--- src/hw/pad_pkg.sv ---
/* Shared types for the console pad path. Five multi-tap ports at most and
   indices past the last port read as an empty socket. */

`default_nettype none

package pad_pkg;

	////////////////////////////////////////////////////////////////////////////
	// Sizes
	////////////////////////////////////////////////////////////////////////////

	// Ports on the multi-tap
	localparam int unsigned NUM_PORTS = 5;

	// Port counter wraps after 7, so 5..7 are empty sockets
	localparam int unsigned PORT_BITS = 3;

	localparam int unsigned PAD_WORD_BITS = 16;
	localparam int unsigned NIBBLE_BITS = 4;

	////////////////////////////////////////////////////////////////////////////
	// Host side
	////////////////////////////////////////////////////////////////////////////

	// Host gamepad, active high, right sits in bit 0
	typedef struct packed {
		logic b6;
		logic b5;
		logic b4;
		logic b3;
		logic run;
		logic select;
		logic b2;
		logic b1;
		logic up;
		logic down;
		logic left;
		logic right;
	} pad_buttons_t;

	////////////////////////////////////////////////////////////////////////////
	// Console side
	////////////////////////////////////////////////////////////////////////////

	// Console pad word, active low, one nibble per read
	typedef struct packed {
		logic [NIBBLE_BITS-1:0] id;       // always zero on a six-button pad
		logic [NIBBLE_BITS-1:0] extra;    // b6 b5 b4 b3
		logic [NIBBLE_BITS-1:0] dirs;     // left down right up
		logic [NIBBLE_BITS-1:0] buttons;  // run select b2 b1
	} pad_word_t;

	// Empty socket, every button released and id nibble low
	localparam pad_word_t NO_PAD_WORD = pad_word_t'({
		{NIBBLE_BITS{1'b0}},
		{(PAD_WORD_BITS - NIBBLE_BITS){1'b1}}
	});

	// Strobe lines owned by the console
	typedef struct packed {
		logic clr;
		logic sel;
	} pad_strobe_t;

	// Static options
	typedef struct packed {
		logic turbo_tap;   // multi-tap scan on sel edges
		logic six_button;  // clr edges toggle the extra phase
	} pad_config_t;

	// Field of the pad word returned; value is phase * 2 + sel
	typedef enum logic [1:0] {
		NIB_BUTTONS = 2'd0,
		NIB_DIRS    = 2'd1,
		NIB_EXTRA   = 2'd2,
		NIB_ID      = 2'd3
	} nibble_sel_t;

	// Nibble on the console data lines, active low
	typedef logic [NIBBLE_BITS-1:0] pad_nibble_t;

endpackage

`default_nettype wire

--- src/hw/pad_encoder.sv ---
/* One host pad into the console word. The host pad is assumed already
   synchronous to clk_sys. */

`default_nettype none

module pad_encoder (
	input  wire                  clk_sys,
	input  wire                  reset,
	input  pad_pkg::pad_buttons_t buttons,
	output pad_pkg::pad_word_t    word
);

	import pad_pkg::*;

	pad_word_t word_next;

	////////////////////////////////////////////////////////////////////////////
	// Remap host order to console order
	////////////////////////////////////////////////////////////////////////////

	always_comb begin
		// Top nibble low marks a six-button pad
		word_next.id = '0;

		word_next.extra = ~{
			buttons.b6,
			buttons.b5,
			buttons.b4,
			buttons.b3
		};

		// Console direction order differs from the host order
		word_next.dirs = ~{
			buttons.left,
			buttons.down,
			buttons.right,
			buttons.up
		};

		word_next.buttons = ~{
			buttons.run,
			buttons.select,
			buttons.b2,
			buttons.b1
		};
	end

	////////////////////////////////////////////////////////////////////////////
	// Output register
	////////////////////////////////////////////////////////////////////////////

	// Released until the first sample after reset
	always_ff @(posedge clk_sys) begin
		if (reset) begin
			word <= NO_PAD_WORD;
		end else begin
			word <= word_next;
		end
	end

endmodule

`default_nettype wire

--- src/hw/pad_scan_sequencer.sv ---
/* Strobes are plain levels sampled on clk_sys. Clear wins over a select edge,
   and the port only advances with the multi-tap enabled. */

`default_nettype none

module pad_scan_sequencer (
	input  wire                                 clk_sys,
	input  wire                                 reset,
	input  pad_pkg::pad_strobe_t                strobe,
	input  pad_pkg::pad_config_t                cfg,
	output logic [pad_pkg::PORT_BITS-1:0]       port_idx,
	output logic                                high_phase
);

	import pad_pkg::*;

	// Previous strobe sample
	pad_strobe_t strobe_q;

	logic clr_rise;
	logic sel_rise;

	logic [PORT_BITS-1:0] port_next;
	logic                 phase_next;

	////////////////////////////////////////////////////////////////////////////
	// Edge detect
	////////////////////////////////////////////////////////////////////////////

	always_ff @(posedge clk_sys) begin
		strobe_q <= strobe;
	end

	assign clr_rise = strobe.clr & ~strobe_q.clr;
	assign sel_rise = strobe.sel & ~strobe_q.sel;

	////////////////////////////////////////////////////////////////////////////
	// Next port and phase
	////////////////////////////////////////////////////////////////////////////

	always_comb begin
		port_next = port_idx;
		phase_next = high_phase;

		if (strobe.clr) begin
			// Clear parks the scan on the first port
			port_next = '0;

			// Phase only toggles for six-button pads
			if (clr_rise) begin
				phase_next = ~high_phase & cfg.six_button;
			end
		end else if (sel_rise && cfg.turbo_tap) begin
			// Counter runs past the last port into the empty sockets
			port_next = port_idx + PORT_BITS'(1);
		end
	end

	////////////////////////////////////////////////////////////////////////////
	// State
	////////////////////////////////////////////////////////////////////////////

	always_ff @(posedge clk_sys) begin
		if (reset) begin
			port_idx <= '0;
			high_phase <= 1'b0;
		end else begin
			port_idx <= port_next;
			high_phase <= phase_next;
		end
	end

endmodule

`default_nettype wire

--- src/hw/pad_nibble_select.sv ---
/* Returns one nibble of the addressed pad per clock. Ports past NUM_PORTS
   read as released, and clear forces the output low. */

`default_nettype none

module pad_nibble_select (
	input  wire                            clk_sys,
	input  wire                            reset,
	input  pad_pkg::pad_word_t             words [pad_pkg::NUM_PORTS],
	input  wire [pad_pkg::PORT_BITS-1:0]   port_idx,
	input  wire                            high_phase,
	input  pad_pkg::pad_strobe_t           strobe,
	output pad_pkg::pad_nibble_t           nibble
);

	import pad_pkg::*;

	pad_word_t   addr_word;
	nibble_sel_t nib_sel;
	pad_nibble_t field;

	////////////////////////////////////////////////////////////////////////////
	// Addressed port
	////////////////////////////////////////////////////////////////////////////

	always_comb begin
		// Empty socket unless a port matches
		addr_word = NO_PAD_WORD;
		for (int i = 0; i < NUM_PORTS; i++) begin
			if (port_idx == PORT_BITS'(i)) begin
				addr_word = words[i];
			end
		end
	end

	////////////////////////////////////////////////////////////////////////////
	// Field pick
	////////////////////////////////////////////////////////////////////////////

	// Sel picks the half directly, without going through the sequencer
	assign nib_sel = nibble_sel_t'({high_phase, strobe.sel});

	always_comb begin
		unique case (nib_sel)
			NIB_BUTTONS: begin
				field = addr_word.buttons;
			end
			NIB_DIRS: begin
				field = addr_word.dirs;
			end
			NIB_EXTRA: begin
				field = addr_word.extra;
			end
			NIB_ID: begin
				field = addr_word.id;
			end
			default: begin
				field = '0;
			end
		endcase
	end

	////////////////////////////////////////////////////////////////////////////
	// Output latch
	////////////////////////////////////////////////////////////////////////////

	always_ff @(posedge clk_sys) begin
		if (reset) begin
			nibble <= '0;
		end else if (strobe.clr) begin
			// All lines low while the console holds clear
			nibble <= '0;
		end else begin
			nibble <= field;
		end
	end

endmodule

`default_nettype wire

--- src/hw/pad_input_top.sv ---
/* Console pad input path with up to five multi-tap ports. No bus handshake;
   the console may read the nibble on any clock. */

`default_nettype none

module pad_input_top (
	input  wire                    clk_sys,
	input  wire                    reset,
	input  pad_pkg::pad_buttons_t  pads [pad_pkg::NUM_PORTS],
	input  pad_pkg::pad_strobe_t   strobe,
	input  pad_pkg::pad_config_t   cfg,
	output pad_pkg::pad_nibble_t   nibble
);

	import pad_pkg::*;

	logic [PORT_BITS-1:0] port_idx;
	logic                 high_phase;
	pad_word_t            words [NUM_PORTS];

	////////////////////////////////////////////////////////////////////////////
	// Scan state
	////////////////////////////////////////////////////////////////////////////

	pad_scan_sequencer i_pad_scan_sequencer (
		.clk_sys    (clk_sys),
		.reset      (reset),
		.strobe     (strobe),
		.cfg        (cfg),
		.port_idx   (port_idx),
		.high_phase (high_phase)
	);

	////////////////////////////////////////////////////////////////////////////
	// One encoder per port
	////////////////////////////////////////////////////////////////////////////

	for (genvar i = 0; i < NUM_PORTS; i++) begin : g_pad
		pad_encoder i_pad_encoder (
			.clk_sys (clk_sys),
			.reset   (reset),
			.buttons (pads[i]),
			.word    (words[i])
		);
	end

	////////////////////////////////////////////////////////////////////////////
	// Nibble out
	////////////////////////////////////////////////////////////////////////////

	pad_nibble_select i_pad_nibble_select (
		.clk_sys    (clk_sys),
		.reset      (reset),
		.words      (words),
		.port_idx   (port_idx),
		.high_phase (high_phase),
		.strobe     (strobe),
		.nibble     (nibble)
	);

endmodule

`default_nettype wire

--- config.mk ---
export PLATFORM = sky130hd
export DESIGN_NAME = pad_input_top
export DESIGN_NICKNAME = d
export VERILOG_FILES = /design/src/hw/pad_pkg.sv /design/src/hw/pad_encoder.sv /design/src/hw/pad_scan_sequencer.sv /design/src/hw/pad_nibble_select.sv /design/src/hw/pad_input_top.sv
export SDC_FILE = /design/constraint.sdc
export NUM_CORES = 1
export LEC_CHECK = 0
export BUFFER_PORTS_ARGS = -buffer_cell sky130_fd_sc_hd__buf_2
export CAP_MARGIN = 10
export CORE_MARGIN = 8
export CORE_UTILIZATION = 52
export DETAILED_ROUTE_END_ITERATION = 12
export PLACE_DENSITY = 0.77
export SLEW_MARGIN = 20
export SYNTH_ARGS = -nofsm -noshare
export SYNTH_HDL_FRONTEND = slang
export SYNTH_SLANG_ARGS = --single-unit
--- constraint.sdc ---
create_clock -name clk_sys -period 2.5 [get_ports clk_sys]
set_input_delay 0.5 -clock clk_sys [delete_from_list [all_inputs] [get_ports clk_sys]]
set_output_delay 0.5 -clock clk_sys [all_outputs]
set_load 0.01 [all_outputs]
# [Word-level counts from Yosys, hierarchy flattened]
# Index checks and enable logic that the tools add are counted.
[classes] eq_ne=7 n_reduce_logical=5 bitwise_logic=21 mux=6 n_addsub=1
[ops] op="$mux W12" count=5
[ops] op="$not A4 Y4" count=15
[ops] op="$pmux W4 S4" count=1
[ops] op="$eq A3 B2 Y1 const B" count=2
[ops] op="$eq A2 B2 Y1 const B" count=2
[ops] op="$add A3 B1 Y3 const B" count=1
[ops] op="$and A1 B1 Y1" count=3
[ops] op="$eq A3 B1 Y1 const B" count=1
[ops] op="$eq A3 B3 Y1 const B" count=1
[ops] op="$logic_not A3 Y1" count=1
[ops] op="$not A1 Y1" count=3
[ops] op="$eq A2 B1 Y1 const B" count=1
[ops] op="$logic_not A2 Y1" count=1
[ops] op="$reduce_and A2 Y1" count=1
[ops] op="$reduce_or A2 Y1" count=1
[ops] op="$logic_and A1 B1 Y1" count=1
[word_totals] wordCells=60 reg_bits=70

# [Logic depth before layout (Yosys ltp)]
[logic_depth] word_depth=7 depth_mapped=8

# [Cells and area by module]
# Synthesis repeated with hierarchy kept, for this count alone.
[unflattened] cells_unflattened=280 hier_area_um2=3263.1
[modules_own_cells] mod="pad_encoder" area_each_um2=435.4 seq_area_each_um2=240.2 instances=5 cells_per_inst=30
[modules_own_cells] mod="pad_nibble_select" area_each_um2=870.8 seq_area_each_um2=80.1 instances=1 cells_per_inst=111
[modules_own_cells] mod="pad_scan_sequencer" area_each_um2=215.2 seq_area_each_um2=120.1 instances=1 cells_per_inst=19

# [Worst setup path after synthesis]
# OpenSTA, ideal clock, no wires.
[synth_timing] path_type="flip-flop to flip-flop" start="register i_pad_scan_sequencer.port_idx[2] in the netlist's numbering" end="register i_pad_nibble_select.nibble[1]" slack_ns=0.705 path_buffers=2 synth_period_minus_slack_ns=1.795 arrival_ns=1.653 required_ns=2.358 stages_incl_launch_ff=9 setup_time_ns=0.142 path_cell_list="dfxtp_1 > clkinv_1 > ha_1 > buf_4 > clkbuf_1 > a21oi_1 > a21oi_1 > a22oi_1 > o2111ai_1"
[synth_between] elab_chain_cells=7
[synth_lines] item="start: declaration" line_no="pad_scan_sequencer.sv:11" text="output logic [pad_pkg::PORT_BITS-1:0] port_idx,"
[synth_lines] item="start signal: assignment" line_no="pad_scan_sequencer.sv:68" text="port_idx <= port_next;"
[synth_lines] item="$logic_not A3 Y1" line_no="pad_nibble_select.sv:30" text="if (port_idx == PORT_BITS'(i)) begin"
[synth_lines] item="$mux W12 (4 in a row)" line_no="pad_nibble_select.sv:30"
[synth_lines] item="$mux W12 (*)" line_no="pad_nibble_select.sv:30"
[synth_lines] item="$pmux W4 S4 (*)" line_no="pad_nibble_select.sv:44" text="unique case (nib_sel)"
[synth_lines] item="end signal: assignment" line_no="pad_nibble_select.sv:74" text="nibble <= field;"
[synth_lines] item="end: declaration" line_no="pad_nibble_select.sv:13" text="output pad_pkg::pad_nibble_t nibble"
# Every way passes the cells marked *; elsewhere a longest branch is shown, timed or not.
# A chain may end at the register's enable or synchronous reset.

# [Worst setup path in the final report]
[layout_timing] start="register i_pad_scan_sequencer.port_idx[1] in the netlist's numbering" end="register i_pad_nibble_select.nibble[3]"
# Same word-level chain as after synthesis.

==> qor.csv <==
metric;value;unit
asr flop ratio synth;0;%
Min Hold Slack;321;ps
Leak;0.00141;uW
Worst-path clk slew;60;ps
Post-CTS Hold Fix Bufs;0;
slowest cell delay on critical path;720;ps
DIE WIDTH;89.6;um
final-report setup violation count;0;
fin nets;423;
Final Skew;4.63;ps
number of global-route vias before repair;2215;
mux cell area share after synthesis;2.84;%
CP Data Arrival Time;2450;ps
Vias;2184;
row count;27;
drt pass-1 iters;4;
GPL Wtd Cong;0.858;
Post-synth EDFFs;0;
Synth Area in Simple Gates;26.8;%
first-pass GRT wire length;10100;um
DR iter-0 viols;152;
post-synthesis compound-gate area fraction;14.5;%
Pwr Total;2260;uW
worst slack, placed;283;ps
GRT Residual Overflow;0;
crit end category;flop;
cell area after layout;3440;sq um
Syn Nets;351;
Die Y-Extent;89.6;um
initial core utilization;52.5;%
post-synthesis sequential area ratio;49.7;%
placed wire-length estimate;4590;um
post-CTS setup buffer count;0;
CTS root buffer;clkbuf_8;
routed len/inst;14.6;um
CTS tree;done;
Clk Latency, worst-skew pair;340;ps
PwrDens;659;nW/um^2
Synth-to-Final Area Change;21.8;%
diode count;0;
CTS Buffer Depth;2;
worst vdd ir;0.323;mV
final hold vios;0;
yosys warns;0;
CP dominant cell by count;ha_1;
crit path max-delay cell type;ha_1;
critical path, cell by cell;ha_1, ha_1, or3b_2, a22oi_1, o2111ai_1;
Slew Viols, Final;0;
initial antenna violation count;0;
Seq cells post-synth;70;
post-synthesis xor/xnor area fraction;0.311;%
crit path max fanout;29;
setup_tns;0;ps
Post-synth top flop;dfxtp_1;
largest family of logic cells by synthesized area;simple AND/OR/NAND/NOR gates;
worst relative slew slack;42.5;%
Req. time, crit path;2700;ps
WL final;6220;um
Final Worst Setup Slack;249;ps
Detail Route Antenna Nets;0;
f_max;444;MHz
H-tree levels;3;
Setup CP Type;flop to flop;
vias per inst;5.13;
RSZ-0062 raised after global routing;no;
startpoint types;flop;
MaxCap Viol Count;0;
layout cells sized above 1;28.8;%
I/O Pins;70;
die area;8040;sq um
post-CTS sizing;0;
HP Class;input pin to flop;
Tmin final;2250;ps
Synth Cell Area;2820;sq um
Num CTS Buffers;9;
DRC;0;
Tcrit/Tclk final;90.0;%
syn avg cell area;10.1;sq um
actual slew at the worst max-slew pin;862;ps
status;finished clean;
# fillers;443;
Post-Synthesis Cells;280;
GRT Total Usage;16.8;%
number of I/O port buffers;69;
# clock sinks;70;
Distinct cells, synth;35;
DP Area;3240;sq um
post-synthesis adder-cell area fraction;2.22;%
pin count of the biggest net entering global routing;37;
Core Area;5370;sq um
-- worst max-delay path: cells and delay by family (launching register included) --
kind / cells / cell delay [ps]
simple gates: 1 / 500
compound gates: 2 / 340
fa+ha+maj: 2 / 890
flops: 1 / 370
-- stage by stage --
step | utilization [%] | cells
floorplan | - | 280
global placement | 60.3 | 413
detailed placement | 60.3 | 413
CTS | 64.0 | 426
global route | 64.0 | 426
finish | 64.0 | 426
-- flip-flops by register name, summed over array words and instances (netlist names) --
signal,flops
g_pad.i_pad_encoder.word,60
i_pad_nibble_select.nibble,4
i_pad_scan_sequencer.port_idx,3
i_pad_scan_sequencer.strobe_q,2
i_pad_scan_sequencer.high_phase,1
-- cell families after synthesis --
logic type	Yosys count
flip-flops	70
multiplexers	8
AND/OR/NAND/NOR	112
XOR/XNOR	1
buffers and inverters	24
adder cells (fa/ha/maj)	5
AO/OA/AOI/OAI	60
-- per-layer routing --
layer / track usage [%] / share of wire [%]
met1: 20.0 / 44
met2: 25.5 / 47
met3: 6.37 / 6.4
met4: 9.21 / 2.6
met5: 0 / 0
-- synthesized netlist by cell type, types with 2 or more instances --
cell type  number  share of area (%)
o21ai_0         7                1.2
a21oi_1        20                3.5
inv_1           7               0.93
mux2i_1         8                2.8
ha_1            5                2.2
o311ai_0        8                2.5
nand2_1         2               0.27
o21ai_1         7                1.2
clkbuf_1        9                1.2
o2111ai_1       4                1.2
a2111o_1        3                1.2
buf_2           5               0.89
nor4b_2         2                1.1
nor3_1          3               0.53
dfxtp_1        70                 50
or2b_1          9                2.4
nor3b_1         4                1.1
or3b_1          3               0.93
a22oi_1         3               0.80
nor2_1          3               0.40
nand3b_1        4                1.1
or3b_2          6                1.9
a211oi_1        4                1.1
nand2b_1       73                 16
-- cell usage in the layout (no fill, tap or decap), types with 2 or more instances in the layout --
cell type and instances:
a2111o_1 3, a21oi_1 20, or2b_1 9, a211oi_1 4, buf_4 8, nor3_1 3, buf_2 69, dfxtp_1 70
o311ai_0 8, nor3b_1 4, or3b_1 3, inv_1 7, a22oi_1 3, nor2_1 3, mux2i_1 8, nand2_1 2
o21ai_0 7, nor4b_2 2, nand3b_1 4, o21ai_1 7, ha_1 5, nand2b_1 73, or3b_2 6, o2111ai_1 4
clkbuf_8 12
-- cell type report --
type	instances	area (sq um)	area share, %
Inverter	8	30.0	0.874
Tap cell	72	90.1	2.62
Clock buffer	12	165	4.81
Clock inverter	1	30.0	0.874
Timing Repair Buffer	77	405	11.8
Multi-Input combinational cell	186	1310	38.2
Sequential cell	70	1400	40.8
-- worst paths after layout --
check,from,endpoint,slack [ps],cells after the start
worst min register to register,g_pad[2].i_pad_encoder.word[11],i_pad_nibble_select.nibble[3],550,2
worst max register to register,i_pad_scan_sequencer.port_idx[1],i_pad_nibble_select.nibble[3],250,5
worst min-delay path,pads[35],g_pad[2].i_pad_encoder.word[11],320,2
worst max-delay path,i_pad_scan_sequencer.port_idx[1],i_pad_nibble_select.nibble[3],250,5
-- report_power, final --
group / internal (uW) / leakage, uW / switching [uW]
combinational: 95.5 / 0.000721 / 72.2
clock: 526 / 0.000100 / 372
sequential: 1180 / 0.000584 / 22.4
total: 1800 / 0.00141 / 466
(Power assumes the default switching activity.)
